<file path="src/source/pe_cmd_pkg.sv">
`default_nettype none

package pe_cmd_pkg;

    // ring opcodes, low nibble of every command word
    typedef enum logic [3:0] {
        OP_NOP    = 4'd0,
        OP_RST    = 4'd1,
        OP_STEADY = 4'd2,
        OP_LD     = 4'd3,
        OP_READ   = 4'd4,
        OP_RETURN = 4'd5
    } opcode_e;

    // msb set means broadcast to all elements
    typedef logic [7:0]  pe_id_t;
    typedef logic [3:0]  reg_idx_t;
    typedef logic [47:0] reg_val_t;

    // value | idx | pe | opcode, msb first
    typedef struct packed {
        reg_val_t value;
        reg_idx_t idx;
        pe_id_t   pe;
        opcode_e  opcode;
    } cmd_word_t;

    localparam reg_idx_t REG_Y_ADDR = 4'd0;
    localparam reg_idx_t REG_Y_END  = 4'd1;
    localparam reg_idx_t REG_X_BASE = 4'd2;

    // reads at or above this index get no return word
    localparam int NUM_REGS = 3;

endpackage

`default_nettype wire

</file>
<file path="src/source/pe_mem_pkg.sv">
`default_nettype none

package pe_mem_pkg;

    typedef logic [47:0] mem_addr_t;
    typedef logic [63:0] mem_data_t;
    typedef logic [1:0]  ld_tag_t;
    typedef logic [31:0] col_idx_t;

    // matrix stream load, address plus stream tag
    typedef struct packed {
        mem_addr_t addr;
        ld_tag_t   tag;
    } mat_ld_t;

    // one entry of the memory request queue
    typedef struct packed {
        mem_data_t d_or_tag;
        mem_addr_t addr;
        logic      st;
        logic      ld;
    } mem_req_t;

    // x and y vectors hold 64-bit words
    localparam int WORD_BYTES = 8;

    // response tag bit set for x vector loads
    localparam int X_TAG_BIT = 0;

endpackage

`default_nettype wire

</file>
<file path="src/source/reg_access_if.sv">
`timescale 1ns/1ps
`default_nettype none

interface reg_access_if;
    import pe_cmd_pkg::*;
    import pe_mem_pkg::*;

    // ring side write and read port
    logic      wr_en;
    reg_idx_t  wr_idx;
    reg_val_t  wr_data;
    reg_idx_t  rd_idx;
    reg_val_t  rd_data;
    logic      rd_hit;

    // memory side view of the vector registers
    mem_addr_t y_addr;
    mem_addr_t x_base;
    logic      y_at_end;
    logic      store_issued;

    modport cmd  (output wr_en, wr_idx, wr_data, rd_idx, input rd_data, rd_hit, y_at_end);
    modport mem  (input y_addr, x_base, y_at_end, output store_issued);
    modport regs (input wr_en, wr_idx, wr_data, rd_idx, store_issued,
                  output rd_data, rd_hit, y_addr, x_base, y_at_end);
endinterface

`default_nettype wire

</file>
<file path="src/source/pe_register_block.sv">
`timescale 1ns/1ps
`default_nettype none

module pe_register_block (
    input logic       clk,
    input logic       rst,
    reg_access_if.regs regs
);
    import pe_cmd_pkg::*;
    import pe_mem_pkg::*;

    reg_val_t y_addr;
    reg_val_t y_end;
    reg_val_t x_base;

    always_ff @(posedge clk) begin
        if (rst) begin
            y_addr <= '0;
            y_end  <= '0;
            x_base <= '0;
        end else begin
            // each issued store moves the write pointer one word on
            if (regs.store_issued) begin
                y_addr <= y_addr + reg_val_t'(WORD_BYTES);
            end
            // ring writes come last so they win
            if (regs.wr_en) begin
                case (regs.wr_idx)
                    REG_Y_ADDR: y_addr <= regs.wr_data;
                    REG_Y_END:  y_end  <= regs.wr_data;
                    REG_X_BASE: x_base <= regs.wr_data;
                    default: ;
                endcase
            end
        end
    end

    // combinational read for the ring
    always_comb begin
        regs.rd_hit = (regs.rd_idx < reg_idx_t'(NUM_REGS));
        case (regs.rd_idx)
            REG_Y_ADDR: regs.rd_data = y_addr;
            REG_Y_END:  regs.rd_data = y_end;
            REG_X_BASE: regs.rd_data = x_base;
            default:    regs.rd_data = '0;
        endcase
    end

    assign regs.y_addr   = mem_addr_t'(y_addr);
    assign regs.x_base   = mem_addr_t'(x_base);
    assign regs.y_at_end = (y_addr == y_end);
endmodule

`default_nettype wire

</file>
<file path="src/flat_wrapper.sv">
// flat-port wrapper written by rule: the top's interface ports become plain ports
module pe_register_block_flat import pe_cmd_pkg::*; import pe_mem_pkg::*;
  (clk, rst, regs_wr_en, regs_wr_idx, regs_wr_data, regs_rd_idx, regs_store_issued, regs_rd_data, regs_rd_hit, regs_y_addr, regs_x_base, regs_y_at_end);
  reg_access_if regs_i ();
  input logic clk;
  input logic rst;
  input wire logic [$bits(regs_i.wr_en)-1:0] regs_wr_en;
  input wire logic [$bits(regs_i.wr_idx)-1:0] regs_wr_idx;
  input wire logic [$bits(regs_i.wr_data)-1:0] regs_wr_data;
  input wire logic [$bits(regs_i.rd_idx)-1:0] regs_rd_idx;
  input wire logic [$bits(regs_i.store_issued)-1:0] regs_store_issued;
  output wire logic [$bits(regs_i.rd_data)-1:0] regs_rd_data;
  output wire logic [$bits(regs_i.rd_hit)-1:0] regs_rd_hit;
  output wire logic [$bits(regs_i.y_addr)-1:0] regs_y_addr;
  output wire logic [$bits(regs_i.x_base)-1:0] regs_x_base;
  output wire logic [$bits(regs_i.y_at_end)-1:0] regs_y_at_end;
  assign regs_i.wr_en = regs_wr_en;
  assign regs_i.wr_idx = regs_wr_idx;
  assign regs_i.wr_data = regs_wr_data;
  assign regs_i.rd_idx = regs_rd_idx;
  assign regs_i.store_issued = regs_store_issued;
  assign regs_rd_data = regs_i.rd_data;
  assign regs_rd_hit = regs_i.rd_hit;
  assign regs_y_addr = regs_i.y_addr;
  assign regs_x_base = regs_i.x_base;
  assign regs_y_at_end = regs_i.y_at_end;
  pe_register_block u_core (.clk(clk), .rst(rst), .regs(regs_i));
endmodule
</file>
<file path="config.mk">
export PLATFORM = sky130hd
export DESIGN_NAME = pe_register_block_flat
export DESIGN_NICKNAME = d
export VERILOG_FILES = /design/src/source/pe_cmd_pkg.sv /design/src/source/pe_mem_pkg.sv /design/src/source/reg_access_if.sv /design/src/source/pe_register_block.sv /design/src/flat_wrapper.sv
export SDC_FILE = /design/constraint.sdc
export NUM_CORES = 1
export LEC_CHECK = 0
export BUFFER_PORTS_ARGS = -buffer_cell sky130_fd_sc_hd__buf_2
export CORE_MARGIN = 4
export CORE_UTILIZATION = 49
export CTS_BUF_LIST = sky130_fd_sc_hd__clkbuf_4
export CTS_CLUSTER_SIZE = 28
export DETAILED_ROUTE_END_ITERATION = 6
export PLACE_DENSITY_LB_ADDON = 0.3
export SLEW_MARGIN = 30
export SYNTH_ARGS = -nofsm -noshare
export SYNTH_HDL_FRONTEND = slang
export SYNTH_SLANG_ARGS = --single-unit
</file>
<file path="constraint.sdc">
create_clock -name clk -period 2.1 [get_ports clk]
set_clock_uncertainty 0.15 [all_clocks]
set_input_delay 0.42 -clock clk [delete_from_list [all_inputs] [get_ports clk]]
set_output_delay 0.42 -clock clk [all_outputs]
set_load 0.01 [all_outputs]
</file>
==> flow_summary.toml <==
[timing]
setup_tns_ns = -11.19
finalMaxSlewViolations = 0
hold_viol_final = 0
finalCritPeriodShare = 1.32
finalSetupViolations = 74
rsz0062_at_grt = "yes"
post-route-min-period_ns = 2.78
worstMarginPinSlew_ns = 0.617
slew_headroom = 0.588
max_freq_mhz = 359
fin_worst_hold_slack_ns = 0.132
worst_slack_ns = -0.682

[floorplanning]
rows = 43
start_util = 0.509
ioPinCount = 206
die_w_um = 129
die_y_um = 129
fp.dieArea_mm2 = 0.0167
core_area_mm2 = 0.0141

[detailed_routing]
wl_per_cell_um = 20.7
drtPass1Iterations = 6
vias = 8878
routed_via_density = 6.01
ant_nets = 0
drtIter0Drc = 1229
drc = 0
wl_mm = 30.5

[clocking]
htree_levels = 4
clk_path_buf_depth = 2
cts.sinks = 144
cts_root_buf = "clkbuf_4"
clkLatencyLatePin_ns = 0.62
clk_pin_slew_ns = 0.13
cts_tree = "done"
cts_buffers = 17

[setup_path]
endpoint_kind = "output pin"
criticalPathCategory = "flip-flop to output pin"
r2r_slack_ns = -0.43
cp.required_ns = 1.53
r2r-start = "u_core.regs.y_addr[4]"
worstSetupStartpointType = "flip-flop"
arrival_ns = 2.21
critPathLaunch = "u_core.regs.y_addr[9]"
crit_fanout = 3

[global_route]
antenna_found_initial = 1
grt_max_degree = 65
overflow = 0
grt_use_total = 0.341
grt_pass1_wl_mm = 44.2
grt_pass1_vias = 8255

[synth]
avgSynthCellArea_um2 = 7.88
ys_ff_latch = 144
synth_nets = 972
ys_types = 33
synth.cell_area_mm2 = 0.00718
synthCells = 911
ys_seq_area_frac = 0.401
yosys_warnings = 0

[power_and_ir_drop]
p_leak_uw = 0.00563
pwr_density_cell_mw_per_mm2 = 513
ir_drop_mv = 0.383

[placement]
place_hpwl_mm = 17.3
portBuffers = 205
dpl_worst_slack_ns = -0.190
finalWeightedCongestion = 0.922
dpl.cell_count = 1331

[layout]
fin_util = 0.806
fillers = 860
syn_to_final_growth_pct = 58.1
drive_above_1_share = 0.394
stdcell_count = 1477
fin_nets = 1345

[outcome]
status = "finished with violations"
violations = "negative setup slack"

[min_path]
min_path_type = "input port to flip-flop"
min-delay-start = "rst"

[job]
max_cap_viol_count = 0
-- Yosys cell counts --
| library cell | instances | share of area |
|---|---|---|
| a211oi_1 | 42 | 0.044 |
| a21oi_1 | 96 | 0.067 |
| a222oi_1 | 48 | 0.067 |
| a311oi_1 | 4 | 0.0049 |
| and2_1 | 3 | 0.0026 |
| and3_1 | 7 | 0.0061 |
| and4_1 | 6 | 0.0073 |
| buf_1 | 3 | 0.0016 |
| buf_2 | 6 | 0.0042 |
| buf_4 | 1 | 0.0010 |
| buf_6 | 2 | 0.0031 |
| clkbuf_1 | 63 | 0.033 |
| dfxtp_1 | 144 | 0.40 |
| ha_1 | 1 | 0.0017 |
| inv_1 | 54 | 0.028 |
| mux2i_1 | 4 | 0.0056 |
| nand2_1 | 203 | 0.11 |
| nand3_1 | 18 | 0.013 |
| nand4_1 | 13 | 0.011 |
| nand4_2 | 3 | 0.0052 |
| nor2_1 | 52 | 0.027 |
| nor2b_1 | 2 | 0.0017 |
| nor3_1 | 10 | 0.0070 |
| nor3_2 | 6 | 0.0084 |
| nor4_1 | 15 | 0.013 |
| nor4_2 | 5 | 0.0087 |
| nor4_4 | 1 | 0.0030 |
| nor4b_1 | 2 | 0.0024 |
| o21ai_0 | 4 | 0.0028 |
| or3_1 | 3 | 0.0026 |
| or4_1 | 2 | 0.0021 |
| xnor2_1 | 28 | 0.034 |
| xor2_1 | 60 | 0.073 |
-- worst paths after layout --
path	endpoint	cells after the start
setup / recovery	regs_y_at_end	7
hold / removal	u_core.y_end[9]	2
setup reg to reg	u_core.regs.y_addr[21]	8
hold reg to reg	u_core.regs.x_base[41]	2
-- registers in the layout (all words and copies together), names as in the netlist --
| signal | flops |
|---|---|
| u_core.regs.x_base | 48 |
| u_core.regs.y_addr | 48 |
| u_core.y_end | 48 |
-- cell usage in the layout (no fill, tap or decap), types with 4 or more instances in the layout --
cell type | Yosys | layout
a211oi_1 | 42 | 35
a211oi_2 | 0 | 7
a21oi_1 | 96 | 96
a222oi_1 | 48 | 48
a311oi_1 | 4 | 4
and3_1 | 7 | 5
and4_1 | 6 | 6
buf_12 | 0 | 17
buf_16 | 0 | 6
buf_2 | 6 | 193
buf_4 | 1 | 95
buf_6 | 2 | 65
buf_8 | 0 | 4
bufinv_16 | 0 | 6
clkbuf_4 | 0 | 17
clkinv_2 | 0 | 4
dfxtp_1 | 144 | 94
dfxtp_2 | 0 | 41
dfxtp_4 | 0 | 9
dlygate4sd3_1 | 0 | 48
inv_1 | 54 | 54
mux2i_1 | 4 | 4
nand2_1 | 203 | 202
nand3_1 | 18 | 15
nand4_1 | 13 | 13
nor2_1 | 52 | 50
nor3_4 | 0 | 11
nor4_1 | 15 | 10
nor4_4 | 1 | 10
o21ai_0 | 4 | 4
xnor2_1 | 28 | 27
xor2_1 | 60 | 59
-- cell families after synthesis --
| logic type | after synthesis | synth area share |
|---|---|---|
| flops | 144 | 0.401 |
| fa+ha+maj | 1 | 0.00174 |
| xor+xnor | 88 | 0.107 |
| mux | 4 | 0.00558 |
| compound gates | 194 | 0.185 |
| simple gates | 351 | 0.227 |
| buf+inv | 129 | 0.0711 |
-- critical path: stages (launching register included) --
cell and delay, ns:
dfxtp_4 0.39, xor2_2 0.16, nor4_4 0.35, buf_4 0.17, nand4_1 0.11, nor3_2 0.18
buf_4 0.14, buf_6 0.09
-- per-stage QoR --
step / power, uW / instance area, um2
after floorplan: 3120 / 7210
after global placement: 3410 / 9110
after detailed placement: 3420 / 9110
after CTS: 5730 / 10900
after global routing: 5960 / 11400
final: 5820 / 11400
-- final cells by class --
type                            count  area, um2  area share
Timing Repair Buffer              428       3460       0.304
Antenna cell                        1       2.50    0.000220
Sequential cell                   144       2970       0.261
Inverter                           54        203      0.0179
Multi-Input combinational cell    639       4150       0.366
Tap cell                          180        225      0.0198
Clock inverter                     14        220      0.0194
Clock buffer                       17        128      0.0112
-- report_power, final --
part           switching (uW)  internal (uW)  total [uW]  leakage (uW)
Sequential               47.2           2770        2820       0.00119
Combinational             402            380         783       0.00426
Clock                    1060           1160        2220      0.000187
-- what timing repair did --
action	4_1_cts	5_1_grt
buffers inserted	35	44
endpoints found under the hold margin	144	0
resized for setup	153	56
setup endpoints to repair	73	82
cloned	7	1
hold buffers	48	0
pin swaps	64	56
-- metal layers --
layer / up-vias / wire (um) / track usage
li1: 3934 / - / -
met1: 4166 / 11400 / 0.404
met2: 644 / 14300 / 0.567
met3: 134 / 3400 / 0.0903
met4: 0 / 1430 / 0.179
met5: - / 0 / 0
No activity file was read; power rests on OpenSTA's default activity.
