$ cat src/source/pe_cmd_pkg.sv
`default_nettype none

package pe_cmd_pkg;

    // ring opcodes, low nibble of every command word
    typedef enum logic [3:0] {
        OP_NOP    = 4'd0,
        OP_RST    = 4'd1,
        OP_STEADY = 4'd2,
        OP_LD     = 4'd3,
        OP_READ   = 4'd4,
        OP_RETURN = 4'd5
    } opcode_e;

    // msb set means broadcast to all elements
    typedef logic [7:0]  pe_id_t;
    typedef logic [3:0]  reg_idx_t;
    typedef logic [47:0] reg_val_t;

    // value | idx | pe | opcode, msb first
    typedef struct packed {
        reg_val_t value;
        reg_idx_t idx;
        pe_id_t   pe;
        opcode_e  opcode;
    } cmd_word_t;

    localparam reg_idx_t REG_Y_ADDR = 4'd0;
    localparam reg_idx_t REG_Y_END  = 4'd1;
    localparam reg_idx_t REG_X_BASE = 4'd2;

    // reads at or above this index get no return word
    localparam int NUM_REGS = 3;

endpackage

`default_nettype wire

$ cat src/source/pe_mem_pkg.sv
`default_nettype none

package pe_mem_pkg;

    typedef logic [47:0] mem_addr_t;
    typedef logic [63:0] mem_data_t;
    typedef logic [1:0]  ld_tag_t;
    typedef logic [31:0] col_idx_t;

    // matrix stream load, address plus stream tag
    typedef struct packed {
        mem_addr_t addr;
        ld_tag_t   tag;
    } mat_ld_t;

    // one entry of the memory request queue
    typedef struct packed {
        mem_data_t d_or_tag;
        mem_addr_t addr;
        logic      st;
        logic      ld;
    } mem_req_t;

    // x and y vectors hold 64-bit words
    localparam int WORD_BYTES = 8;

    // response tag bit set for x vector loads
    localparam int X_TAG_BIT = 0;

endpackage

`default_nettype wire

$ cat src/source/reg_access_if.sv
`timescale 1ns/1ps
`default_nettype none

interface reg_access_if;
    import pe_cmd_pkg::*;
    import pe_mem_pkg::*;

    // ring side write and read port
    logic      wr_en;
    reg_idx_t  wr_idx;
    reg_val_t  wr_data;
    reg_idx_t  rd_idx;
    reg_val_t  rd_data;
    logic      rd_hit;

    // memory side view of the vector registers
    mem_addr_t y_addr;
    mem_addr_t x_base;
    logic      y_at_end;
    logic      store_issued;

    modport cmd  (output wr_en, wr_idx, wr_data, rd_idx, input rd_data, rd_hit, y_at_end);
    modport mem  (input y_addr, x_base, y_at_end, output store_issued);
    modport regs (input wr_en, wr_idx, wr_data, rd_idx, store_issued,
                  output rd_data, rd_hit, y_addr, x_base, y_at_end);
endinterface

`default_nettype wire

$ cat src/source/pe_command_ring.sv
`timescale 1ns/1ps
`default_nettype none

module pe_command_ring #(
    parameter pe_cmd_pkg::pe_id_t PE_ID = '0,
    parameter int STEADY_IDLE_CYCLES = 32
) (
    input  logic                  clk,
    input  logic                  rst,
    input  pe_cmd_pkg::cmd_word_t op_in,
    output pe_cmd_pkg::cmd_word_t op_out,
    input  logic                  busy_in,
    output logic                  busy_out,
    input  logic                  mem_idle,
    output logic                  pe_rst,
    reg_access_if.cmd             regs
);
    import pe_cmd_pkg::*;

    localparam int CNT_W = $clog2(STEADY_IDLE_CYCLES + 1);

    typedef enum logic {ST_IDLE, ST_STEADY} state_e;

    cmd_word_t op_in_r;
    cmd_word_t op_r;
    cmd_word_t op_out_r;
    cmd_word_t ret_word;
    logic for_me;
    logic is_rst;
    logic is_steady;
    logic is_read_hit;
    logic rst_pending;
    logic cmd_rst;
    state_e state;
    logic [CNT_W-1:0] idle_cnt;
    logic busy_in_r;
    logic busy_out_r;

    // broadcast or our own address
    assign for_me      = op_r.pe[7] || (op_r.pe == PE_ID);
    assign is_rst      = for_me && (op_r.opcode == OP_RST);
    assign is_steady   = for_me && (op_r.opcode == OP_STEADY);
    assign is_read_hit = for_me && (op_r.opcode == OP_READ) && regs.rd_hit;

    assign regs.wr_en   = for_me && (op_r.opcode == OP_LD);
    assign regs.wr_idx  = op_r.idx;
    assign regs.wr_data = op_r.value;
    assign regs.rd_idx  = op_r.idx;

    always_comb begin
        ret_word.value  = regs.rd_data;
        ret_word.idx    = op_r.idx;
        ret_word.pe     = PE_ID;
        ret_word.opcode = OP_RETURN;
    end

    // two-stage ring, a return word takes the forwarded slot
    always_ff @(posedge clk) begin
        if (rst) begin
            op_in_r  <= '0;
            op_r     <= '0;
            op_out_r <= '0;
        end else begin
            op_in_r  <= op_in;
            op_r     <= op_in_r;
            op_out_r <= is_read_hit ? ret_word : op_in_r;
        end
    end

    always_ff @(posedge clk) begin
        if (rst) begin
            rst_pending <= 1'b0;
            cmd_rst     <= 1'b0;
        end else begin
            rst_pending <= is_rst;
            cmd_rst     <= rst_pending;
        end
    end

    assign pe_rst = rst || cmd_rst;

    // steady ends once idle for the full count
    always_ff @(posedge clk) begin
        if (pe_rst) begin
            state    <= ST_IDLE;
            idle_cnt <= '0;
        end else if (is_steady) begin
            state    <= ST_STEADY;
            idle_cnt <= '0;
        end else if (state == ST_STEADY) begin
            if (!(regs.y_at_end && mem_idle)) begin
                idle_cnt <= '0;
            end else if (idle_cnt == CNT_W'(STEADY_IDLE_CYCLES - 1)) begin
                state    <= ST_IDLE;
                idle_cnt <= '0;
            end else begin
                idle_cnt <= idle_cnt + 1'b1;
            end
        end
    end

    always_ff @(posedge clk) begin
        if (rst) begin
            busy_in_r  <= 1'b0;
            busy_out_r <= 1'b0;
        end else begin
            busy_in_r  <= busy_in;
            busy_out_r <= (state == ST_STEADY) || busy_in_r;
        end
    end

    assign op_out   = op_out_r;
    assign busy_out = busy_out_r;
endmodule

`default_nettype wire

$ cat src/flat_wrapper.sv
// flat-port wrapper written by rule: the top's interface ports become plain ports
module pe_command_ring_flat import pe_cmd_pkg::*;
#(
    parameter pe_cmd_pkg::pe_id_t PE_ID = '0,
    parameter int STEADY_IDLE_CYCLES = 32
)
  (clk, rst, op_in, op_out, busy_in, busy_out, mem_idle, pe_rst, regs_wr_en, regs_wr_idx, regs_wr_data, regs_rd_idx, regs_rd_data, regs_rd_hit, regs_y_at_end);
  reg_access_if regs_i ();
  input  logic clk;
  input  logic rst;
  input  pe_cmd_pkg::cmd_word_t op_in;
  output pe_cmd_pkg::cmd_word_t op_out;
  input  logic busy_in;
  output logic busy_out;
  input  logic mem_idle;
  output logic pe_rst;
  output wire logic [$bits(regs_i.wr_en)-1:0] regs_wr_en;
  output wire logic [$bits(regs_i.wr_idx)-1:0] regs_wr_idx;
  output wire logic [$bits(regs_i.wr_data)-1:0] regs_wr_data;
  output wire logic [$bits(regs_i.rd_idx)-1:0] regs_rd_idx;
  input wire logic [$bits(regs_i.rd_data)-1:0] regs_rd_data;
  input wire logic [$bits(regs_i.rd_hit)-1:0] regs_rd_hit;
  input wire logic [$bits(regs_i.y_at_end)-1:0] regs_y_at_end;
  assign regs_wr_en = regs_i.wr_en;
  assign regs_wr_idx = regs_i.wr_idx;
  assign regs_wr_data = regs_i.wr_data;
  assign regs_rd_idx = regs_i.rd_idx;
  assign regs_i.rd_data = regs_rd_data;
  assign regs_i.rd_hit = regs_rd_hit;
  assign regs_i.y_at_end = regs_y_at_end;
  pe_command_ring #(.PE_ID(PE_ID), .STEADY_IDLE_CYCLES(STEADY_IDLE_CYCLES)) u_core (.clk(clk), .rst(rst), .op_in(op_in), .op_out(op_out), .busy_in(busy_in), .busy_out(busy_out), .mem_idle(mem_idle), .pe_rst(pe_rst), .regs(regs_i));
endmodule
$ cat config.mk
export PLATFORM = sky130hd
export DESIGN_NAME = pe_command_ring_flat
export DESIGN_NICKNAME = d
export VERILOG_FILES = /design/src/source/pe_cmd_pkg.sv /design/src/source/pe_mem_pkg.sv /design/src/source/reg_access_if.sv /design/src/source/pe_command_ring.sv /design/src/flat_wrapper.sv
export SDC_FILE = /design/constraint.sdc
export NUM_CORES = 1
export LEC_CHECK = 0
export ABC_CLOCK_PERIOD_IN_PS = 3670
export BUFFER_PORTS_ARGS = -buffer_cell sky130_fd_sc_hd__buf_2
export CAP_MARGIN = 20
export CORE_ASPECT_RATIO = 0.75
export CORE_MARGIN = 2
export CORE_UTILIZATION = 35
export CTS_CLUSTER_DIAMETER = 40
export CTS_CLUSTER_SIZE = 8
export DETAILED_ROUTE_END_ITERATION = 12
export GPL_TIMING_DRIVEN = 0
export SLEW_MARGIN = 10
export SYNTH_ARGS = -nofsm -noshare
export SYNTH_HDL_FRONTEND = slang
export SYNTH_SLANG_ARGS = --single-unit
$ cat constraint.sdc
create_clock -name clk -period 3.67 [get_ports clk]
set_input_delay 0.1835 -clock clk [delete_from_list [all_inputs] [get_ports clk]]
set_output_delay 0.1835 -clock clk [all_outputs]
set_load 0.01 [all_outputs]
==> key figures, run 1 <==
Status
  – Status: complete, no violations

Worst setup path
  – Crit Path Max Fanout: 10
  – WP data required: 4.06 ns
  – R2R cell count: 5
  – R2R Path Start: u_core.op_r[7]$_SDFF_PP0_
  – CP Launch Type: flop
  – FF-to-FF End: u_core.op_out[22]$_SDFF_PP0_
  – CP Data Arrival Time: 2.85 ns
  – CP Cell Sequence: nor4_1, a21oi_1, nor4_4, buf_6, mux2_1
  – Slowest stage cell, crit path: nor4_4
  – Critical path class: flop to flop
  – Reg2Reg Setup Slack: 1.21 ns
  – Max stage delay on crit path: 0.79 ns
  – CP Capture Type: flop

Die
  – Die Span Y: 124 um
  – I/O Pins: 241
  – Initial core utilization: 36.1%
  – Row cnt: 43
  – Die W: 164 um
  – Area of the core: 0.0187 mm^2
  – Die Area: 0.0204 mm^2

Detailed routing
  – Total number of vias: 4884
  – Final wirelength: 16400 um
  – Drt wl/cell: 13.7 um
  – Drt pass-1 iters: 6
  – Vias/cell: 4.09
  – Drc violations: 0
  – Remaining antenna violation count after routing: 0
  – Iter 0 DRT Violations: 147

STA
  – Setup TNS Final: 0 ns
  – Shortest period the worst path allows: 2.46 ns
  – RSZ-0062 raised after global routing: false
  – Max-slew violations: 0
  – Slew margin rel.: 39.6%
  – Worst Skew: 0.0143 ns
  – Peak Freq: 0.407 GHz
  – Final worst-path cycle share: 66.9%
  – Setup violations, final: 0
  – Final hold violation count: 0
  – Least-Margin Pin Slew: 0.899 ns

GRT
  – Initial antenna violation count: 0
  – Overall Global Routing Usage: 15.7%
  – Pin count of the biggest net entering global routing: 15
  – Vias in the first global route: 4916
  – First-pass GRT wire length: 25000 um
  – GRT overflow: 0

Synth
  – Post-Syn Instances: 583
  – Synth Warn #: 0
  – Synth cell types: 33
  – Yosys reg bits: 203
  – Area contributors post-synth: dfxtp_1 (60%), nor2b_1 (18%), mux2_2 (6.5%), buf_4 (6.2%), mux2_1 (2.2%)
  – Syn Nets: 702
  – Avg Inst Size Synth: 11.6 um^2
  – Post-synth top area share: 60.3%
  – Register area share after synthesis: 60.3%
  – Area leader, netlist: dfxtp_1
  – Post-synthesis cell area: 0.00674 mm^2

Pwr
  – Leak: 4.72 nW
  – Power Dens Cells: 524 mW/mm^2
  – VDD IR-drop max: 0.270 mV

Place
  – Dpl cells: 1069
  – HPWL Detailed: 11100 um
  – Gpl congestion: 0.750
  – Buffers on Ports: 239

CTS
  – TritonCTS Buffers: 30
  – Clock root buffer: clkbuf_16
  – Clk sink count: 203
  – CTS tree: built
  – Worst-skew pair later-pin latency: 0.52 ns
  – H-tree depth: 1
  – Clk slew on worst S/H paths: 0.05 ns
  – Clock Tree Buf Depth: 3

Flow run
  – Number of max-cap violations: 0

Cells and area
  – Antenna cells: 0
  – Fill cell count: 1702
  – Nets: 1062
  – Final Non-Filler Cells: 1195
  – Share of layout cells above drive strength 1: 40.1%
  – Commonest non-fill, non-tap cell in the layout: buf_2
  – Area added between synthesis and finish: 48.0%
  – Multi-input gate area in the final layout: 0.00210 mm^2
  – Most frequent cells in the layout: buf_2 (239), dfxtp_1 (203), nor2b_1 (193), dlygate4sd3_1 (88), buf_4 (56)
  – Storage element area: 0.00406 mm^2

Min path
  – Worst hold path type: primary input to flop
  – Worst hold stages: 3
  – Endpoint, Worst Hold: u_core.op_out[23]$_SDFF_PP0_
  – Hold path start: regs_rd_data[7]
==> area by class of cell <==
type | instances | share of cell area [%]
Sequential cell | 203 | 40.7
Inverter | 3 | 0.113
Tap cell | 247 | 3.10
Buffer | 83 | 5.62
Clock inverter | 2 | 0.351
Timing Repair Buffer | 328 | 20.9
Multi-Input combinational cell | 294 | 21.1
Clock buffer | 35 | 8.13
==> logic make-up after synthesis <==
kind of cell    count (synthesis)  synth area share (%)
fa+ha+maj                       1                 0.186
buf+inv                        86                  8.48
mux                            53                  8.84
flops                         203                  60.3
simple gates                  224                  20.5
compound gates                 16                  1.67
==> flip-flops by register name (all words and copies together), names as in the netlist <==
name	count
u_core.busy_out	1
u_core.op_in_r	64
u_core.cmd_rst	1
u_core.op_r	12
u_core.state	1
u_core.regs.rd_idx	4
u_core.idle_cnt	6
u_core.regs.wr_data	48
u_core.busy_in_r	1
u_core.op_out	64
u_core.rst_pending	1
==> what timing repair did <==
item,in CTS,in global routing
gates resized for setup,0,0
hold buffers,88,0
buffers inserted,0,0
hold endpoints to repair,88,0
==> cells in the mapped netlist <==
library cell / instances
nand3_1: 5
a22oi_1: 1
nor3b_1: 1
nor3_1: 1
or3_1: 1
o21ai_0: 3
buf_4: 56
ha_1: 1
a21oi_1: 4
inv_1: 3
mux2_1: 13
buf_6: 5
o41ai_1: 1
mux2i_1: 1
clkbuf_2: 1
a31oi_1: 2
clkbuf_1: 21
and3_1: 1
a311oi_1: 1
or4_1: 1
dfxtp_1: 203
nor4_1: 3
mux2_2: 39
nand4_1: 1
nand2_1: 3
nand2b_1: 3
and3b_1: 1
nor2b_1: 193
nor2_1: 9
o211a_1: 1
o21ba_2: 2
nor4_4: 1
a21bo_2: 1
==> power by group <==
part / internal (mW) / total, mW / leakage (nW) / switching [mW]
logic: 0.249 / 0.424 / 2.63 / 0.175
registers: 2.31 / 2.33 / 1.67 / 0.0243
clock network: 1.58 / 2.47 / 0.417 / 0.885
==> critical path, delay by kind of cell (launching register included) <==
family / cells / cell delay [ns]
multiplexers: 1 / 0.35
buffers and inverters: 1 / 0.27
flip-flops: 1 / 0.29
AND/OR/NAND/NOR: 2 / 1.17
AO/OA/AOI/OAI: 1 / 0.25
==> stage by stage <==
stage	total power [mW]	util [%]	setup WS, ns	hold WS [ns]	cell area, um^2
after floorplan	2.57	-	1.76	0.312	6740
after global placement	2.72	44.2	1.16	0.392	8250
after detailed placement	2.73	44.2	1.14	0.396	8250
after CTS	5.29	53.4	1.16	0.00256	9970
after global routing	5.44	53.4	1.07	0.00740	9980
final	5.23	53.4	1.21	0.0199	9980
==> metal layers <==
| layer | routed length, um | GRT usage [%] |
|---|---|---|
| met1 | 7680 | 20.5 |
| met5 | 0 | 0 |
| met3 | 1090 | 4.03 |
| met2 | 7360 | 25.7 |
| met4 | 294 | 4.39 |
==> worst max-delay path by stage <==
stage               slack, ns                      start  cells after the start                      endpoint
CTS                      1.16  u_core.op_r[7]$_SDFF_PP0_                      5  u_core.op_out[22]$_SDFF_PP0_
global route             1.07  u_core.op_r[7]$_SDFF_PP0_                      5  u_core.op_out[35]$_SDFF_PP0_
floorplan                1.76  u_core.op_r[9]$_SDFF_PP0_                      5  u_core.op_out[28]$_SDFF_PP0_
detailed placement       1.14  u_core.op_r[7]$_SDFF_PP0_                      5  u_core.op_out[26]$_SDFF_PP0_
global placement         1.16  u_core.op_r[7]$_SDFF_PP0_                      5  u_core.op_out[35]$_SDFF_PP0_
finish                   1.21  u_core.op_r[7]$_SDFF_PP0_                      5  u_core.op_out[22]$_SDFF_PP0_
(Power assumes the default switching activity.)
==> run 2: changes to the inputs <==
--- a/config.mk
+++ b/config.mk
@@ -5,7 +5,7 @@
 export SDC_FILE = /design/constraint.sdc
 export NUM_CORES = 1
 export LEC_CHECK = 0
-export ABC_CLOCK_PERIOD_IN_PS = 3670
+export ABC_CLOCK_PERIOD_IN_PS = 2570
 export BUFFER_PORTS_ARGS = -buffer_cell sky130_fd_sc_hd__buf_2
 export CAP_MARGIN = 20
 export CORE_ASPECT_RATIO = 0.75
==> constraint.sdc (replaced) <==
create_clock -name clk -period 2.57 [get_ports clk]
set_input_delay 0.1285 -clock clk [delete_from_list [all_inputs] [get_ports clk]]
set_output_delay 0.1285 -clock clk [all_outputs]
set_load 0.01 [all_outputs]
==> key figures, run 2 (same netlist as run 1, synthesis figures left out) <==
Status
  – Status: complete, no violations

Worst setup path
  – CP Launch Type: flop
  – WP data required: 2.97 ns
  – CP Cell Sequence: nor4_1, a21oi_1, nor4_4, buf_6, mux2_2
  – CP Depth: 5
  – Max stage delay on crit path: 0.73 ns
  – Slowest stage cell, crit path: nor4_4
  – Crit Path Max Fanout: 10
  – CP Data Arrival Time: 2.80 ns
  – R2R cell count: 5
  – CP top delay family: simple AND/OR/NAND/NOR gates
  – CP Capture Type: flop
  – Critical path class: flop to flop
  – Worst Path Buf+Inv: 1

STA
  – Least-Margin Pin Slew: 0.907 ns
  – Setup violations, final: 0
  – Final worst-path cycle share: 93.4%
  – Worst Skew: 0.0130 ns
  – Final hold violation count: 0
  – Setup TNS Final: 0 ns
  – Shortest period the worst path allows: 2.40 ns
  – Slew margin rel.: 39.0%
  – Max-slew violations: 0
  – RSZ-0062 raised after global routing: false
  – Peak Freq: 0.417 GHz

GRT
  – Initial antenna violation count: 0
  – Pin count of the biggest net entering global routing: 15
  – GRT overflow: 0
  – Overall Global Routing Usage: 16.1%
  – Vias in the first global route: 5085
  – First-pass GRT wire length: 25600 um

CTS
  – Setup Buffers After CTS: 0
  – Worst-skew pair later-pin latency: 0.52 ns
  – Clk sink count: 203
  – Post-CTS sizing: 0
  – Clock root buffer: clkbuf_16
  – H-tree depth: 1
  – CTS tree: built
  – TritonCTS Buffers: 30
  – Clock Tree Buf Depth: 3
  – Clk slew on worst S/H paths: 0.05 ns

Die
  – Initial core utilization: 36.1%
  – Row cnt: 43
  – Die W: 164 um
  – Area of the core: 0.0187 mm^2
  – I/O Pins: 241
  – Die Span Y: 124 um
  – Die Area: 0.0204 mm^2

Pwr
  – Flop pwr share: 44.4%
  – Switching share of power: 20.8%
  – Power Dens Cells: 734 mW/mm^2
  – Internal power: 5.94 mW
  – VDD IR-drop max: 0.391 mV
  – Clock share of power: 47.1%
  – Sw power: 1.56 mW
  – Logic pwr share: 8.5%
  – Pwr Total: 7.50 mW
  – Leak: 4.82 nW

Cells and area
  – Area added between synthesis and finish: 51.6%
  – Multi-input gate area in the final layout: 0.00210 mm^2
  – Nets: 1086
  – Fin util: 54.7%
  – Antenna cells: 0
  – Most frequent cells in the layout: buf_2 (239), dfxtp_1 (203), nor2b_1 (193), dlygate4sd3_1 (112), buf_4 (56)
  – Fill cell count: 1673
  – Storage element area: 0.00406 mm^2
  – Commonest non-fill, non-tap cell in the layout: buf_2
  – Share of layout cells above drive strength 1: 39.1%

Place
  – Gpl congestion: 0.750
  – Buffers on Ports: 239
  – HPWL Detailed: 11100 um

Min path
  – Worst hold stages: 2
  – Worst hold path type: primary input to flop

Detailed routing
  – Total number of vias: 4979
  – Drt pass-1 iters: 6
  – Iter 0 DRT Violations: 140
  – Vias/cell: 4.08
  – Drt wl/cell: 13.9 um
  – Drc violations: 0
  – Final wirelength: 16900 um
  – Remaining antenna violation count after routing: 0

Flow run
  – Number of max-cap violations: 0
-- run 2: area by class of cell --
class,instances,area share [%]
timing repair buffer,352,22.7
clock buffer,35,7.94
inverter,3,0.110
clock inverter,2,0.343
buffer,83,5.49
tap,247,3.02
sequential,203,39.8
multi-input combinational,294,20.6
-- run 2: per-layer routing --
metal	wire length (um)	track usage [%]	vias to the layer above
met5	0	0	-
met4	275	4.28	0
met3	1050	4.00	22
met2	7790	27.0	166
met1	7800	20.7	2236
li1	-	-	2555
-- run 2: worst paths after layout --
kind	start	endpoint	slack, ns
min reg2reg	u_core.rst_pending$_SDFF_PP0_	u_core.cmd_rst$_SDFF_PP0_	0.44
max	u_core.op_r[7]$_SDFF_PP0_	u_core.op_out[35]$_SDFF_PP0_	0.17
min	rst	u_core.regs.wr_data[22]$_SDFF_PP0_	0.06
max reg2reg	u_core.op_r[7]$_SDFF_PP0_	u_core.op_out[35]$_SDFF_PP0_	0.17
-- run 2: power by group through the flow --
stage / sequential, mW / combinational [mW] / clock (mW)
floorplan: 3.41 / 0.256 / 0
global placement: 3.39 / 0.500 / 0
detailed placement: 3.39 / 0.500 / 0
CTS: 3.33 / 0.639 / 3.62
global route: 3.34 / 0.698 / 3.77
finish: 3.33 / 0.636 / 3.53
-- run 2: through the flow --
step | hold slack [ns] | setup slack, ns | instances | instance area [um^2]
finish | 0.0627 | 0.170 | 1219 | 10200
global route | 0.0797 | 0.0278 | 1219 | 10200
CTS | 0.0448 | 0.0643 | 1218 | 10200
detailed placement | 0.341 | 0.0353 | 1069 | 8250
global placement | 0.337 | 0.0561 | 1069 | 8250
floorplan | 0.257 | 0.660 | 583 | 6740
-- run 2: repair_timing --
item	4_1_cts	5_1_grt
setup endpoints to repair	0	32
endpoints found under the hold margin	112	0
hold buffers	112	0
==> run 3: changes to the inputs <==
--- a/config.mk
+++ b/config.mk
@@ -14,7 +14,7 @@
 export CTS_CLUSTER_DIAMETER = 40
 export CTS_CLUSTER_SIZE = 8
 export DETAILED_ROUTE_END_ITERATION = 12
-export GPL_TIMING_DRIVEN = 0
+export REMOVE_ABC_BUFFERS = 1
 export SLEW_MARGIN = 10
 export SYNTH_ARGS = -nofsm -noshare
 export SYNTH_HDL_FRONTEND = slang
==> key figures, run 3 (same netlist as run 1, synthesis figures left out) <==
Detailed routing
  – Iter 0 DRT Violations: 145
  – Drt wl/cell: 13.3 um
  – Vias/cell: 4.14
  – Total number of vias: 4735
  – Drt pass-1 iters: 4
  – Final wirelength: 15200 um
  – Drc violations: 0
  – Remaining antenna violation count after routing: 0

CTS
  – Clock root buffer: clkbuf_16
  – TritonCTS Buffers: 30
  – Clk sink count: 203
  – Worst-skew pair later-pin latency: 0.52 ns
  – Clk slew on worst S/H paths: 0.05 ns
  – Clock Tree Buf Depth: 3
  – H-tree depth: 1
  – Setup Buffers After CTS: 0
  – CTS tree: built

Pwr
  – Internal power: 5.77 mW
  – Logic pwr share: 8.0%
  – Pwr Total: 7.28 mW
  – Sw power: 1.51 mW
  – Power Dens Cells: 748 mW/mm^2
  – Switching share of power: 20.7%
  – Flop pwr share: 45.8%
  – VDD IR-drop max: 0.444 mV
  – Clock share of power: 46.3%
  – Leak: 4.51 nW

Die
  – Row cnt: 43
  – Die Area: 0.0204 mm^2
  – Initial core utilization: 36.1%
  – I/O Pins: 241
  – Area of the core: 0.0187 mm^2
  – Die W: 164 um
  – Die Span Y: 124 um

Cells and area
  – Most frequent cells in the layout: buf_2 (239), dfxtp_1 (203), nor2b_1 (193), dlygate4sd3_1 (112), mux2_2 (39)
  – Area added between synthesis and finish: 44.5%
  – Nets: 1013
  – Antenna cells: 0
  – Commonest non-fill, non-tap cell in the layout: buf_2
  – Fin util: 52.2%
  – Share of layout cells above drive strength 1: 36.4%
  – Post-route cell area: 0.00974 mm^2
  – Fill cell count: 1583

GRT
  – Vias in the first global route: 4866
  – First-pass GRT wire length: 23700 um
  – Overall Global Routing Usage: 14.5%
  – Pin count of the biggest net entering global routing: 104
  – Initial antenna violation count: 0
  – GRT overflow: 0

STA
  – Max-slew violations: 0
  – Slew margin rel.: 46.4%
  – Final hold violation count: 0
  – Least-Margin Pin Slew: 0.803 ns
  – Setup TNS Final: 0 ns
  – Final worst-path cycle share: 77.3%
  – Setup violations, final: 0
  – Peak Freq: 0.503 GHz
  – Worst Skew: 0.0104 ns
  – Shortest period the worst path allows: 1.99 ns
  – Hold_ws: 0.0183 ns
  – RSZ-0062 raised after global routing: false

Worst setup path
  – CP Data Arrival Time: 2.39 ns
  – WP data required: 2.97 ns
  – CP Capture Type: flop
  – CP Launch Type: flop
  – Critical path class: flop to flop
  – Crit Path Max Fanout: 35

Place
  – Buffers on Ports: 240
  – Placed instance area: 0.00781 mm^2
  – HPWL Detailed: 9290 um
  – Gpl congestion: 0.786

Min path
  – Worst hold path type: primary input to flop

Flow run
  – Number of max-cap violations: 0

Status
  – Status: complete, no violations
==> run 3: cell count changes in the layout (fill, tap and decap cells not counted), sizes merged <==
| cell | change |
|---|---|
| clkinv | +1 |
| bufinv | -1 |
| clkbuf | -24 |
| buf | -50 |
==> run 3: cell type report <==
class | instances | area [um^2] | area share (%)
clock buffer | 34 | 797 | 8.18
inverter | 3 | 11.3 | 0.116
clock inverter | 2 | 13.8 | 0.141
multi-input combinational | 294 | 2100 | 21.6
sequential | 203 | 4060 | 41.7
tap | 247 | 309 | 3.17
timing repair buffer | 362 | 2440 | 25.1
==> run 3: worst paths after layout <==
| check | startpoint | endpoint | slack, ns | depth (start not counted) |
|---|---|---|---|---|
| min | regs_rd_data[31] | u_core.op_out[47]$_SDFF_PP0_ | 0.02 | 3 |
| max | u_core.op_r[9]$_SDFF_PP0_ | u_core.op_out[55]$_SDFF_PP0_ | 0.58 | 5 |
| max reg2reg | u_core.op_r[9]$_SDFF_PP0_ | u_core.op_out[55]$_SDFF_PP0_ | 0.58 | 5 |
| min reg2reg | u_core.rst_pending$_SDFF_PP0_ | u_core.cmd_rst$_SDFF_PP0_ | 0.44 | 1 |
==> run 3: power by group through the flow <==
| stage | clock (mW) | combinational (mW) | sequential, mW |
|---|---|---|---|
| final | 3.37 | 0.581 | 3.33 |
| after global routing | 3.61 | 0.637 | 3.34 |
| after CTS | 3.46 | 0.580 | 3.33 |
| after global placement | 0 | 0.445 | 3.39 |
| after floorplan | 0 | 0.151 | 3.43 |
| after detailed placement | 0 | 0.446 | 3.39 |
==> run 3: layer usage <==
layer  track usage [%]  wire [um]  up-vias
met5                 0          0        -
met4              4.61        437        0
met3              5.86       1450       36
met2              23.6       6560      182
met1              17.6       6730     2109
li1                  -          -     2408
==> run 3: critical path, stage by stage (launching register included) <==
cell	delay [ns]
dfxtp_1	0.29
nor4_1	0.30
a21oi_1	0.22
nor4_4	0.40
buf_12	0.28
mux2_2	0.37
==> run 3: stage by stage <==
| stage | std cells | worst slack, ns |
|---|---|---|
| 2_1_floorplan | 500 | -0.717 |
| 6_report | 1145 | 0.583 |
| 4_1_cts | 1145 | 0.587 |
| 5_1_grt | 1145 | 0.399 |
| 3_3_place_gp | 997 | 0.585 |
| 3_5_place_dp | 997 | 0.601 |
==> run 3: repair_timing <==
item / 4_1_cts / 5_1_grt
hold endpoints to repair: 112 / 0
resized for setup: 0 / 0
hold buffers: 112 / 0
